<file path="config.mk">
export PLATFORM = sky130hd
export DESIGN_NAME = cache_ctrl
export DESIGN_NICKNAME = d
export VERILOG_FILES = /design/src/common/cache_pkg.sv /design/src/cache/cache_ctrl.sv
export VERILOG_INCLUDE_DIRS = /design/src /design/src/common
export SDC_FILE = /design/constraint.sdc
export NUM_CORES = 1
export LEC_CHECK = 0
export BUFFER_PORTS_ARGS = -buffer_cell sky130_fd_sc_hd__buf_2
export CORE_AREA = 2 2 117 119
export CTS_BUF_LIST = sky130_fd_sc_hd__clkbuf_8
export DETAILED_ROUTE_END_ITERATION = 6
export DIE_AREA = 0 0 119 121
export GPL_ROUTABILITY_DRIVEN = 0
export PLACE_DENSITY_LB_ADDON = 0.1
export SYNTH_ARGS = -nofsm -noshare
export SYNTH_HDL_FRONTEND = slang
export SYNTH_SLANG_ARGS = --single-unit
</file>
<file path="constraint.sdc">
create_clock -name clk_i -period 9.1 [get_ports clk_i]
set_input_delay 1.82 -clock clk_i [delete_from_list [all_inputs] [get_ports clk_i]]
set_output_delay 1.82 -clock clk_i [all_outputs]
set_load 0.01 [all_outputs]
</file>
<file path="src/common/cache_params.svh">
`ifndef CACHE_PARAMS_SVH
`define CACHE_PARAMS_SVH

// ------------------------------------------------------------
// Address and data
// ------------------------------------------------------------
`define CACHE_ADDR_W 32
`define CACHE_DATA_W 32

// Set index from address bits 3:2, tag from bits 31:4.
`define CACHE_SETS   4
`define CACHE_SET_W  2
`define CACHE_TAG_W  28

// ------------------------------------------------------------
// Credit channels and backing memory
// ------------------------------------------------------------
`define REQ_CREDITS  4   // Request buffer depth, equal to requester credits.
`define MEM_CREDITS  2   // Memory request buffer depth.

`define MEM_WORDS    256 // Indexed by address bits 9:2.
`define MEM_LATENCY  3   // Cycles from read acceptance to response.

`endif

</file>
<file path="src/common/cache_pkg.sv">
`include "cache_params.svh"

package cache_pkg;

    // ------------------------------------------------------------
    // Requester channel
    // ------------------------------------------------------------
    typedef struct packed {
        logic                     wr;
        logic [`CACHE_ADDR_W-1:0] addr;
        logic [`CACHE_DATA_W-1:0] wdata;
    } cache_req_t;

    // For a write, rdata echoes the write data.
    typedef struct packed {
        logic [`CACHE_DATA_W-1:0] rdata;
        logic                     hit;
    } cache_rsp_t;

    // ------------------------------------------------------------
    // Backing memory channel
    // ------------------------------------------------------------
    typedef struct packed {
        logic                     wr;
        logic [`CACHE_ADDR_W-1:0] addr;
        logic [`CACHE_DATA_W-1:0] wdata;
    } mem_req_t;

    typedef struct packed {
        logic [`CACHE_DATA_W-1:0] rdata; // Sent for reads only.
    } mem_rsp_t;

endpackage

</file>
<file path="src/cache/cache_ctrl.sv">
`timescale 1ns/100ps
`include "cache_params.svh"

module cache_ctrl (
    input  logic                     clk_i,
    input  logic                     rst_n_i,
    input  logic                     req_empty_i,
    input  cache_pkg::cache_req_t    req_i,
    input  logic                     mem_credit_i,
    input  logic                     mem_rsp_valid_i,
    input  cache_pkg::mem_rsp_t      mem_rsp_i,
    input  logic                     arr_hit_i,
    input  logic                     arr_hit_way_i,
    input  logic [`CACHE_DATA_W-1:0] arr_rd_data_i,
    input  logic                     arr_victim_way_i,
    output logic                     req_pop_o,
    output logic                     rsp_valid_o,
    output cache_pkg::cache_rsp_t    rsp_o,
    output logic                     mem_req_valid_o,
    output cache_pkg::mem_req_t      mem_req_o,
    output logic [`CACHE_ADDR_W-1:0] arr_addr_o,
    output logic                     arr_wr_en_o,
    output logic                     arr_wr_way_o,
    output logic [`CACHE_DATA_W-1:0] arr_wr_data_o
);

    localparam int CRED_W = $clog2(`MEM_CREDITS + 1);

    typedef enum logic [1:0] {
        ST_IDLE,
        ST_LOOKUP,
        ST_MEM_WAIT,
        ST_RESPOND
    } state_e;

    state_e                   state_q;
    state_e                   state_d;
    cache_pkg::cache_req_t    req_q;
    logic [`CACHE_DATA_W-1:0] fill_q;
    logic [CRED_W-1:0]        mem_cred_q;
    logic                     has_cred;

    assign has_cred   = (mem_cred_q != '0);
    assign arr_addr_o = req_q.addr;

    assign mem_req_o.wr    = req_q.wr;
    assign mem_req_o.addr  = req_q.addr;
    assign mem_req_o.wdata = req_q.wdata;

    // ------------------------------------------------------------
    // Registers
    // ------------------------------------------------------------
    always_ff @(posedge clk_i or negedge rst_n_i) begin
        if (!rst_n_i) begin
            state_q    <= ST_IDLE;
            mem_cred_q <= CRED_W'(`MEM_CREDITS);
        end else begin
            state_q    <= state_d;
            mem_cred_q <= mem_cred_q + CRED_W'(mem_credit_i) - CRED_W'(mem_req_valid_o);
        end
    end

    always_ff @(posedge clk_i) begin
        if (req_pop_o) begin
            req_q <= req_i;
        end
        if (state_q == ST_MEM_WAIT && mem_rsp_valid_i) begin
            fill_q <= mem_rsp_i.rdata;
        end
    end

    // ------------------------------------------------------------
    // Next state and outputs
    // ------------------------------------------------------------
    always_comb begin
        state_d         = state_q;
        req_pop_o       = 1'b0;
        rsp_valid_o     = 1'b0;
        mem_req_valid_o = 1'b0;
        arr_wr_en_o     = 1'b0;
        arr_wr_way_o    = arr_victim_way_i;
        arr_wr_data_o   = req_q.wdata;
        rsp_o.rdata     = req_q.wr ? req_q.wdata : arr_rd_data_i;
        rsp_o.hit       = arr_hit_i;

        case (state_q)
            ST_IDLE: begin
                if (!req_empty_i) begin
                    req_pop_o = 1'b1;
                    state_d   = ST_LOOKUP;
                end
            end
            ST_LOOKUP: begin
                if (!req_q.wr && arr_hit_i) begin
                    rsp_valid_o   = 1'b1;
                    arr_wr_en_o   = 1'b1;             // Rewrite so the set's bit follows the hit.
                    arr_wr_way_o  = arr_hit_way_i;
                    arr_wr_data_o = arr_rd_data_i;
                    state_d       = ST_IDLE;
                end else if (has_cred) begin
                    mem_req_valid_o = 1'b1;
                    if (req_q.wr) begin
                        rsp_valid_o  = 1'b1;
                        arr_wr_en_o  = 1'b1;
                        arr_wr_way_o = arr_hit_i ? arr_hit_way_i : arr_victim_way_i;
                        state_d      = ST_IDLE;
                    end else begin
                        state_d = ST_MEM_WAIT;
                    end
                end                                   // Without a credit, stay and retry.
            end
            ST_MEM_WAIT: begin
                if (mem_rsp_valid_i) begin
                    state_d = ST_RESPOND;
                end
            end
            ST_RESPOND: begin
                rsp_valid_o   = 1'b1;
                rsp_o.rdata   = fill_q;
                rsp_o.hit     = 1'b0;
                arr_wr_en_o   = 1'b1;                 // Fill the victim way.
                arr_wr_data_o = fill_q;
                state_d       = ST_IDLE;
            end
            default: begin
                state_d = ST_IDLE;
            end
        endcase
    end

    // A credit only comes back for a request that was sent, so the count
    // never leaves the range that the memory buffer has room for.
    a_mem_credit : assert property (
        @(posedge clk_i) disable iff (!rst_n_i)
        mem_cred_q <= CRED_W'(`MEM_CREDITS)
    );

endmodule

</file>
== Word level (Yosys, flattened, before mapping) ==
Index checks and enable logic that the tools add are counted.

* Register bits after elaboration: 101
* Output and inout port bits: 167
* Logic and storage cells: 44

* Add/subtract/negate cells: 2
* Reductions and logical operators: 6
* Equality and inequality tests: 6
* Mux-type cells: 24

{| class="wikitable"
|+ Operators with widths
! kind !! count
|-
| 32-bit 2-to-1 mux || 2
|-
| 32-bit case mux with 2 select lines || 1
|-
| 33-bit 2-to-1 mux || 1
|-
| 1-bit 2-to-1 mux || 13
|-
| 2-bit 2-to-1 mux || 5
|-
| 2-bit case mux with 4 select lines || 1
|-
| 2-bit == test, second input constant || 2
|-
| 2-bit inequality test, second input constant || 2
|-
| 3-bit inequality test, second input constant || 1
|-
| 3-bit AND reduction || 1
|-
| 2-bit by 1-bit adder with 2-bit output || 1
|-
| 2-bit by 1-bit == test with 1-bit output, second input constant || 1
|-
| 1-bit logical AND || 2
|-
| 2-bit zero test || 1
|-
| 1-bit case mux with 2 select lines || 1
|-
| 2-bit nonzero test || 1
|-
| 2-bit by 1-bit subtractor with 2-bit output || 1
|-
| 1-bit zero test || 1
|}

== Longest topological paths before layout ==
Gate-level depths: netlist (run 1).

* Word-level depth: 5
* Mapped depth: 9

== Worst setup path before layout (run 1) ==
Ideal clock, no wire load.

* Kind: in2out
* Start point: in req_empty_i
* End point: out req_pop_o
* Data required time: 7280 ps
* Stages: 1
* Slack: 848 ps
* Data arrival time: 6432 ps
* Path through: nor3_1

* Longest elaborated chain between the ends: 2

{| class="wikitable"
|+ RTL lines
! item !! line !! RTL
|-
| from (decl) || cache_ctrl.sv:7 || <nowiki>input logic req_empty_i,</nowiki>
|-
| 1-bit 2-to-1 mux || cache_ctrl.sv:88 || <nowiki>if (!req_empty_i) begin</nowiki>
|-
| 1-bit 2-to-1 mux || cache_ctrl.sv:86 || <nowiki>case (state_q)</nowiki>
|-
| to (decl) || cache_ctrl.sv:16 || <nowiki>output logic req_pop_o,</nowiki>
|}

No other way between the ends.

== Worst setup path in the final report (run 1) ==
* Start point: in arr_hit_i
* End point: out arr_wr_data_o[9]

* Longest elaborated chain between the ends: 3

{| class="wikitable"
|+ RTL lines
! item !! line !! RTL
|-
| from (decl) || cache_ctrl.sv:12 || <nowiki>input logic arr_hit_i,</nowiki>
|-
| 1-bit logical AND || cache_ctrl.sv:94 || <nowiki>if (!req_q.wr && arr_hit_i) begin</nowiki>
|-
| 32-bit 2-to-1 mux || cache_ctrl.sv:94 ||
|-
| 32-bit case mux with 2 select lines || cache_ctrl.sv:86 ||
|-
| to (decl) || cache_ctrl.sv:24 || <nowiki>output logic [`CACHE_DATA_W-1:0] arr_wr_data_o</nowiki>
|}

No other way between the ends.

==> Flow_metrics.wiki, run 1 <==
{| class="wikitable"
! Metric !! Value
|-
| Run status || completed
|-
| Crit path buffers/inverters || 3
|-
| Delay-heaviest family, CP || buffers and inverters
|-
| Post-layout net count || 779
|-
| Clock tree from TritonCTS || built
|-
| Synth top area share || 59.5%
|-
| Root buf cell || clkbuf_8
|-
| Total power density per cell area || 260 nW/um2
|-
| Wirelength per Cell || 16.2 um
|-
| Share of the cycle needed by the critical path after routing || 55.0%
|-
| Most common cell after layout, fill and taps aside || buf_2
|-
| Total grt overflow || 0
|-
| Initial standard-cell utilization of the core || 37.4%
|-
| Number of gates resized after cts || 0
|-
| Max Freq || 200 MHz
|-
| Cell types with the largest area share after synthesis || edfxtp_1 (59%), o211ai_2 (7.7%), mux2i_1 (6.5%), buf_4 (5.8%), nand2_1 (5.0%)
|-
| ANT nets after route || 0
|-
| Vias per inst || 4.66
|-
| IR drop worst, VDD || 0.000125 V
|-
| Worst setup EP type || primary output
|-
| Overall routed net length || 13300 um
|-
| Final Skew || 0.00879 ns
|-
| Die outline area || 14400 um2
|-
| Core Region || 13100 um2
|-
| Number of top-level design ports || 304
|-
| Clock-pin slew on the worst setup and hold paths || 0.10 ns
|-
| Final critical-path required period || 5.00 ns
|-
| Die extent in y || 121 um
|-
| Multi-input combinational cell area || 1320 um2
|-
| RSZ-0062 raised after global routing || no
|-
| Critical path cell sequence || buf_2, and4bb_1, buf_4, nand2_1, o211ai_1, buf_2
|-
| Share of synthesized area occupied by flip-flops and latches || 61.5%
|-
| Average instance area after synthesis || 13.1 um2
|-
| Max_cap viols || 0
|-
| Combined global-route utilization of all metal layers || 17.8%
|-
| Leak Pwr || 2.96 nW
|-
| Most used cell along the critical path || buf_2
|-
| Sequential cell area || 3010 um2
|-
| First-pass GRT wire length || 19300 um
|-
| Number of rows created at floorplan || 42
|-
| Largest incremental delay on the critical path || 0.48 ns
|-
| Worst min-delay path class || register to register
|-
| Chip Width || 119 um
|-
| WP data required || 7.28 ns
|-
| Share of final-layout standard cells stronger than drive strength 1 || 55.7%
|-
| Crit path kind || input pin to primary output
|-
| Leading cell types in the layout, fill and taps excluded || buf_2 (303), edfxtp_1 (97), nand2_1 (65)
|-
| Number of distinct standard cells referenced by the synthesized netlist || 30
|-
| Post-DP HPWL || 9970 um
|-
| Largest buffer count on any clock path || 2
|-
| Setup violations, final || 0
|-
| Maximum fanout count along the critical path || 22
|-
| Number of antenna cells inserted || 0
|-
| Arrival time at the worst endpoint || 3.18 ns
|-
| Count of pins over their slew limit || 0
|-
| Number of filler instances in the final layout || 1226
|-
| Yosys Warn Count || 0
|-
| Total via count after detailed routing || 3822
|-
| CP startpoint kind || input pin
|-
| Post CTS Setup Buffer Count || 0
|-
| Via count of the first global-routing pass || 3627
|-
| Number of buffers created by CTS || 9
|-
| Sum of negative setup slack || 0 ns
|-
| Count of buffers from port buffering || 303
|-
| Netlist area before placement || 4900 um2
|-
| Detailed Route Iter0 Violations || 134
|-
| Normalized max-slew margin || 41.6%
|-
| FF+latch count, synth || 101
|-
| Residual DRC || 0
|-
| Initial antenna violation count || 2
|-
| Net Count, Synth || 514
|-
| Maximum number of pins on one net before global-route repair || 67
|-
| CTS HTree Levels || 3
|-
| Worst-Margin Slew || 0.876 ns
|-
| Router iterations before antenna repair || 4
|-
| Sink Count || 101
|-
| Library cell with the largest summed area after synthesis || edfxtp_1
|-
| Hold Fails Final Rpt || 0
|-
| Layout overhead on the synthesized area || 31.0%
|-
| Worst hold-check slack || 0.506 ns
|-
| Cell at the slowest stage of the critical path || and4bb_1
|-
| Clk_lat worst skew || 0.37 ns
|-
| Cells after synthesis || 375
|-
| Number of hold buffers added after cts || 0
|}
-- synth_stat cells (all sizes together) --
master and n:
edfxtp 97, nand2 65, buf 52, inv 35, o21ai 33, mux2i 32
o211ai 32, nor2 4, a21oi 3, dfrtp 3, ha 2, nor2b 2
o21a 2, xnor2 2, and2 1, and2b 1, and4bb 1, clkbuf 1
dfstp 1, mux2 1, nand3b 1, nor3 1, nor3b 1, o22ai 1
o32ai 1
-- final timing paths --
path | to | slack [ns] | cells past startpoint | start
setup / recovery | arr_wr_data_o[9] | 4.10 | 6 | arr_hit_i
hold / removal | mem_cred_q[1]$_DFF_PN1_ | 0.51 | 1 | mem_cred_q[1]$_DFF_PN1_
setup reg to reg | mem_cred_q[1]$_DFF_PN1_ | 7.12 | 8 | mem_req_o[64]$_DFFE_PP_
hold reg to reg | mem_cred_q[1]$_DFF_PN1_ | 0.51 | 1 | mem_cred_q[1]$_DFF_PN1_
max in group asynchronous | mem_cred_q[1]$_DFF_PN1_ | 7.66 | 1 | rst_n_i
min in group asynchronous | async pin | 1.24 | 1 | rst_n_i
-- where the power goes --
part           leakage, nW  switching (mW)  internal (mW)
clock network       0.0968           0.155          0.126
registers            0.951          0.0585          0.634
logic                 1.91           0.411          0.282
-- kinds of logic (layout without fill, tap and decap cells) --
kind of cell             after synthesis  count (layout)  share of synthesized area, %
AO/OA/AOI/OAI                         72              72                          12.4
AND/OR/NAND/NOR                       77              77                          6.59
flip-flops                           101             101                          61.5
adder cells (fa/ha/maj)                2               2                         0.511
multiplexers                          33              33                          6.77
XOR/XNOR                               2               2                         0.358
buffers and inverters                 88             358                          11.8
-- final cells by class --
type | count | area share [%]
Timing Repair Buffer | 307 | 24.1
Clock inverter | 7 | 1.01
Clock buffer | 9 | 1.93
Inverter | 35 | 2.05
Multi-Input combinational cell | 186 | 20.5
Sequential cell | 101 | 47.0
Tap cell | 176 | 3.43
-- state kept, by name (all words and copies together), names as in the netlist, named ones only --
| register | cells |
|---|---|
| arr_addr_o | 32 |
| mem_cred_q | 2 |
| mem_req_o | 33 |
| state_q | 1 |
| fill_q | 32 |
-- stage by stage --
stage	cell area (um2)	setup WS, ns	power [mW]	utilization [%]	cells
6_report	6420	4.10	1.67	49.0	821
5_1_grt	6420	4.01	1.77	49.0	821
4_1_cts	6420	4.11	1.69	49.0	821
3_5_place_dp	6230	4.11	1.40	47.6	805
3_3_place_gp	6230	4.16	1.40	47.6	805
2_1_floorplan	4900	0.848	1.18	-	375
-- per-layer routing --
layer,track usage [%],vias to the layer above,part of all wire (%)
li1,-,1816,-
met1,20.3,1798,38
met2,31.4,178,52
met3,4.93,26,7.1
met4,7.37,4,2.6
met5,0,-,0.14
No activity file was read; power rests on OpenSTA's default activity.
==> run 2: changes to the inputs <==
Settings changed: ABC_AREA set to 1.
Clock period 9.1 ns to 5.2 ns, I/O delays scaled along.
==> run 2 against run 1 <==
Via count grew 5.7%. Sequential power increased by 68%. Die area stayed put. Critical endpoint is now arr_wr_data_o[29]. Largest power group is now registers. Highest routed layer unchanged.
==> Flow_metrics.wiki, run 2 <==
{| class="wikitable"
! Metric !! Value
|-
| Run status || completed
|-
| Number of buffers created by CTS || 9
|-
| Max_cap viols || 0
|-
| Overall routed net length || 14200 um
|-
| Crit path kind || register to primary output
|-
| Top flip-flop cell by instance count after synthesis || edfxtp_1
|-
| Post-Synth XOR/XNOR Area || 0.384%
|-
| Cell types with the largest area share after synthesis || edfxtp_1 (64%), nand2_1 (8.3%), o21ai_0 (6.8%), buf_4 (5.9%), nand3_1 (3.9%)
|-
| Worst-Margin Slew || 1.12 ns
|-
| Share of final-layout standard cells stronger than drive strength 1 || 47.9%
|-
| Yosys Warn Count || 0
|-
| Post-synth EDFFs || 97
|-
| Number of filler instances in the final layout || 1296
|-
| Average instance area after synthesis || 10.9 um2
|-
| Cell-internal power || 1.66 mW
|-
| Final critical-path required period || 3.88 ns
|-
| Crit Reg-Reg Startpoint || mem_req_o[64]$_DFFE_PP_
|-
| Share of power burned in combinational logic || 39.7%
|-
| Critical path origin || mem_req_o[64]$_DFFE_PP_
|-
| Leak Pwr || 2.83 nW
|-
| CTS HTree Levels || 3
|-
| Library cell with the largest summed area after synthesis || edfxtp_1
|-
| Fraction of power spent switching nets || 39.2%
|-
| Sum of negative setup slack || 0 ns
|-
| Proportion of power drawn by flip-flops and latches || 42.7%
|-
| Leading cell types in the layout, fill and taps excluded || buf_2 (303), nand2_1 (101), edfxtp_1 (97)
|-
| Detailed Route Iter0 Violations || 202
|-
| Number of antenna cells inserted || 0
|-
| Normalized max-slew margin || 25.6%
|-
| CP startpoint kind || register
|-
| Share of synthesized area occupied by flip-flops and latches || 66.0%
|-
| Dominant combinational cell family by area after synthesis || simple AND/OR/NAND/NOR gates
|-
| Initial antenna violation count || 1
|-
| Initial standard-cell utilization of the core || 34.9%
|-
| Count of buffers from port buffering || 303
|-
| Post-DP HPWL || 10500 um
|-
| Total power density per cell area || 441 nW/um2
|-
| Net Count, Synth || 559
|-
| Worst hold-check slack || 0.454 ns
|-
| Die outline area || 14400 um2
|-
| Sequential cell area || 3010 um2
|-
| Largest buffer count on any clock path || 2
|-
| Share of the cycle needed by the critical path after routing || 74.5%
|-
| Number of rows created at floorplan || 42
|-
| Number of hold buffers added after cts || 0
|-
| Total grt overflow || 0
|-
| IR drop worst, VDD || 0.000168 V
|-
| Router iterations before antenna repair || 5
|-
| Chip Width || 119 um
|-
| Wirelength per Cell || 16.3 um
|-
| Switching component of the power || 1.07 mW
|-
| Worst setup EP type || primary output
|-
| FF+latch count, synth || 101
|-
| Clock network power share || 17.7%
|-
| Clk_lat worst skew || 0.38 ns
|-
| Via count of the first global-routing pass || 3912
|-
| ANT nets after route || 0
|-
| Async set-reset flop share out of synthesis || 3.96%
|-
| Most frequent cell after synthesis || nand2_1
|-
| Vias per inst || 4.66
|-
| Post-synthesis share of cell area spent on full adders, half adders and majority gates || 0.548%
|-
| Multiplexer share of the synthesized area || 0%
|-
| Number of top-level design ports || 304
|-
| Sink Count || 101
|-
| Number of gates resized after cts || 0
|-
| Clock-pin slew on the worst setup and hold paths || 0.10 ns
|-
| RSZ-0062 raised after global routing || no
|-
| Die extent in y || 121 um
|-
| Maximum number of pins on one net before global-route repair || 66
|-
| Cells after synthesis || 420
|-
| Max Freq || 258 MHz
|-
| Final Skew || 0.0231 ns
|-
| Combined global-route utilization of all metal layers || 19.2%
|-
| Multi-input combinational cell area || 1160 um2
|-
| Hold Fails Final Rpt || 0
|-
| WP data required || 4.16 ns
|-
| First-pass GRT wire length || 20800 um
|-
| Netlist area before placement || 4570 um2
|-
| Maximum fanout count along the critical path || 36
|-
| Number of distinct standard cells referenced by the synthesized netlist || 23
|-
| Synthesized-area fraction occupied by ao, oa, aoi and oai cells || 7.59%
|-
| Post-layout net count || 825
|-
| Share of the core filled with cells in the final layout || 47.2%
|-
| Flip-flop count of the largest register after layout || 33
|-
| Residual DRC || 0
|-
| Worst min-delay path class || input pin to async pin
|-
| Synth top area share || 63.8%
|-
| Core Region || 13100 um2
|-
| Commonest cells in the netlist || nand2_1 (101), edfxtp_1 (97), o21ai_0 (62)
|-
| Arrival time at the worst endpoint || 2.84 ns
|-
| Number of placed cells counting well taps || 851
|-
| Clock tree from TritonCTS || built
|-
| Layout overhead on the synthesized area || 35.3%
|-
| Most common cell after layout, fill and taps aside || buf_2
|-
| Post-layout instance count excluding filler cells || 867
|-
| Total via count after detailed routing || 4040
|-
| Count of pins over their slew limit || 0
|-
| Post CTS Setup Buffer Count || 0
|-
| Simple logic cell fraction of the synthesized area || 16.6%
|-
| Setup violations, final || 0
|-
| Root buf cell || clkbuf_8
|}
==> run 2: cell count changes after synthesis, moves of 4 or more <==
| cell | change |
|---|---|
| buf_6 | -11 |
| o21ai_0 | +32 |
| nand2_1 | +36 |
| nand3_1 | +36 |
| mux2i_1 | -32 |
| buf_2 | +4 |
| inv_1 | -24 |
| nor2_1 | +35 |
| o211ai_2 | -30 |
| clkbuf_1 | +8 |
==> run 2: cells by family after synthesis <==
group | count (synthesis)
simple gates | 183
flops | 101
xor+xnor | 2
fa+ha+maj | 2
buf+inv | 65
compound gates | 67
==> run 2: through the flow <==
| step | power [mW] | area, um2 | setup WS (ns) |
|---|---|---|---|
| 6_report | 2.72 | 6180 | 1.32 |
| 3_5_place_dp | 2.27 | 5990 | 1.66 |
| 4_1_cts | 2.76 | 6180 | 1.25 |
| 5_1_grt | 2.90 | 6180 | 1.01 |
| 2_1_floorplan | 1.84 | 4570 | 0.506 |
| 3_3_place_gp | 2.27 | 5990 | 1.69 |
==> run 2: cell type report <==
cell class / instances / share of cell area (%)
multi-input cells: 254 / 18.8
inverters: 13 / 0.790
repair buffers: 307 / 25.0
flip-flops and latches: 101 / 48.8
well taps: 176 / 3.56
clock inverters: 7 / 0.972
clock buffers: 9 / 2.01
==> run 2: worst paths after layout <==
| kind | endpoint | slack, ns | depth (start not counted) |
|---|---|---|---|
| hold reg to reg | state_q[0]$_DFFE_PN0P_ | 0.65 | 3 |
| setup reg to reg | mem_cred_q[1]$_DFF_PN1_ | 2.90 | 9 |
| setup / recovery | arr_wr_data_o[29] | 1.32 | 8 |
| min in group clk_i | state_q[0]$_DFFE_PN0P_ | 0.65 | 3 |
| hold / removal | mem_cred_q[0]$_DFF_PN0_ | 0.45 | 1 |
| max in group asynchronous | mem_cred_q[1]$_DFF_PN1_ | 4.54 | 1 |
==> run 2: power groups by stage <==
stage,combinational [mW],clock (mW),sequential [mW]
after global placement,1.09,0,1.17
after CTS,1.10,0.494,1.16
final,1.08,0.481,1.16
after floorplan,0.624,0,1.21
after detailed placement,1.10,0,1.18
after global routing,1.19,0.530,1.18
==> run 2: critical path, stage by stage, from the launching register on <==
cell and delay (ns):
edfxtp_1 0.37, buf_4 0.25, inv_2 0.52, nand2_2 0.17
nor3_4 0.45, buf_4 0.35, nand2_1 0.08, nand3_1 0.11
buf_2 0.15
==> run 2: per-layer routing <==
metal	vias to the layer above	track usage, %	routed length (um)	part of all wire, %
li1	1950	-	-	-
met3	23	5.59	1200	8.5
met5	-	0	16	0.11
met1	1865	21.5	5240	37
met2	200	34.3	7390	52
met4	2	7.51	320	2.3
==> run 3: changes to the inputs <==
Clock period 5.2 ns to 3.8 ns, I/O delays scaled along.
==> run 3 against run 2 <==
Cell count is 0.46% higher. Via count up 2.0%. Core utilization is 0.13 points higher. Register-to-register slack got worse by 1.1 ns. Sequential share of layout area down 0.14 points.
==> Flow_metrics.wiki, run 3 (synthesized netlist as in run 2, its figures left out) <==
{| class="wikitable"
! Metric !! Value
|-
| Wirelength per Cell || 16.3 um
|-
| Layout overhead on the synthesized area || 35.7%
|-
| Final Skew || 0.00874 ns
|-
| Post CTS Setup Buffer Count || 0
|-
| Power after layout || 3.67 mW
|-
| Residual DRC || 0
|-
| Initial antenna violation count || 2
|-
| Crit path kind || register to primary output
|-
| Hold Fails Final Rpt || 0
|-
| Count of buffers from port buffering || 303
|-
| Worst-Margin Slew || 0.986 ns
|-
| Share of final-layout standard cells stronger than drive strength 1 || 47.8%
|-
| Count of pins over their slew limit || 0
|-
| Number of top-level design ports || 304
|-
| Die extent in y || 121 um
|-
| RSZ-0062 raised after global routing || no
|-
| Flip-flop count of the largest register after layout || 33
|-
| Core Region || 13100 um2
|-
| Arrival time at the worst endpoint || 2.34 ns
|-
| Worst min-delay path class || input pin to async pin
|-
| Number of gates resized after cts || 0
|-
| IR drop worst, VDD || 0.000268 V
|-
| Overall routed net length || 14200 um
|-
| Maximum fanout count along the critical path || 36
|-
| Post-placement worst setup slack || 0.911 ns
|-
| CTS HTree Levels || 3
|-
| Share of the cycle needed by the critical path after routing || 81.7%
|-
| Critical path origin || mem_req_o[64]$_DFFE_PP_
|-
| Total power density per cell area || 593 nW/um2
|-
| Normalized max-slew margin || 34.1%
|-
| Detailed Route Iter0 Violations || 232
|-
| Max Freq || 322 MHz
|-
| Number of rows created at floorplan || 42
|-
| Number of buffers created by CTS || 9
|-
| Total grt overflow || 0
|-
| Number of filler instances in the final layout || 1261
|-
| Initial standard-cell utilization of the core || 34.9%
|-
| Leading cell types in the layout, fill and taps excluded || buf_2 (303), nand2_1 (101), edfxtp_1 (97)
|-
| Via count of the first global-routing pass || 3977
|-
| Crit Reg-Reg Startpoint || mem_req_o[64]$_DFFE_PP_
|-
| Total via count after detailed routing || 4122
|-
| WP data required || 3.04 ns
|-
| CP startpoint kind || register
|-
| Final critical-path required period || 3.10 ns
|-
| Router iterations before antenna repair || 5
|-
| Clock-pin slew on the worst setup and hold paths || 0.09 ns
|-
| Clock tree from TritonCTS || built
|-
| Post-layout net count || 829
|-
| Chip Width || 119 um
|-
| Run status || completed
|-
| First-pass GRT wire length || 20900 um
|-
| Number of hold buffers added after cts || 0
|-
| Leak Pwr || 2.83 nW
|-
| Number of placed cells counting well taps || 855
|-
| Vias per inst || 4.73
|-
| Post-layout instance count excluding filler cells || 871
|-
| Max_cap viols || 0
|-
| Root buf cell || clkbuf_8
|-
| Clk_lat worst skew || 0.37 ns
|-
| Sink Count || 101
|-
| Maximum number of pins on one net before global-route repair || 66
|-
| Post-DP HPWL || 10600 um
|-
| Share of the core filled with cells in the final layout || 47.3%
|-
| Combined global-route utilization of all metal layers || 19.4%
|-
| ANT nets after route || 0
|-
| Most common cell after layout, fill and taps aside || buf_2
|-
| Worst setup EP type || primary output
|-
| Die outline area || 14400 um2
|-
| Setup WS post-layout || 0.696 ns
|-
| Sum of negative setup slack || 0 ns
|-
| Setup violations, final || 0
|-
| Largest buffer count on any clock path || 2
|}
==> run 3: cell count changes in the layout (fill, tap and decap cells not counted), sizes merged <==
| cell | change |
|---|---|
| clkinvlp | +2 |
| diode | +1 |
| inv | -1 |
| buf | +4 |
| clkinv | -2 |
==> run 3: power breakdown <==
group / leakage, nW / total [mW] / switching [mW] / internal (mW)
Sequential: 0.947 / 1.59 / 0.122 / 1.47
Combinational: 1.81 / 1.50 / 0.929 / 0.567
Clock: 0.0797 / 0.590 / 0.362 / 0.228
Total: 2.83 / 3.67 / 1.41 / 2.26
==> run 3: worst max-delay path, stage by stage (launching register included) <==
cell	delay, ns
edfxtp_1	0.33
buf_4	0.35
inv_2	0.08
nand2_2	0.11
inv_1	0.09
o21ai_4	0.39
buf_4	0.32
nand2_1	0.09
nand3_1	0.08
buf_2	0.13
==> run 3: through the flow <==
step                instance area (um2)  hold WS (ns)
global placement                   6040         0.574
finish                             6190         0.185
CTS                                6190         0.160
detailed placement                 6040         0.578
global route                       6190         0.165
floorplan                          4580         0.464
==> run 3: cell type report <==
cell class	count	area (um2)	share of cell area (%)
Clock buffer	9	124	2.00
Tap cell	176	220	3.55
Multi-Input combinational cell	254	1160	18.8
Inverter	13	48.8	0.788
Antenna cell	1	2.50	0.0404
Clock inverter	6	32.5	0.525
Sequential cell	101	3010	48.7
Timing Repair Buffer	311	1590	25.7
==> run 3: final timing paths <==
check / endpoint / slack, ns / depth (start not counted)
worst max register to register: mem_cred_q[1]$_DFF_PN1_ / 1.78 / 9
worst min register to register: state_q[0]$_DFFE_PN0P_ / 0.64 / 3
max in group asynchronous: mem_cred_q[1]$_DFF_PN1_ / 3.41 / 1
min in group clk_i: arr_addr_o[18]$_DFFE_PP_ / 0.56 / 1
worst min-delay path: mem_cred_q[0]$_DFF_PN0_ / 0.19 / 1
worst max-delay path: arr_wr_data_o[18] / 0.70 / 9
==> run 3: metal layers <==
| metal | track usage, % | part of all wire (%) | vias up |
|---|---|---|---|
| li1 | - | - | 1954 |
| met1 | 21.9 | 36 | 1877 |
| met2 | 32.8 | 51 | 249 |
| met3 | 6.39 | 9.9 | 40 |
| met4 | 9.67 | 3.7 | 2 |
| met5 | 0 | 0.070 | - |
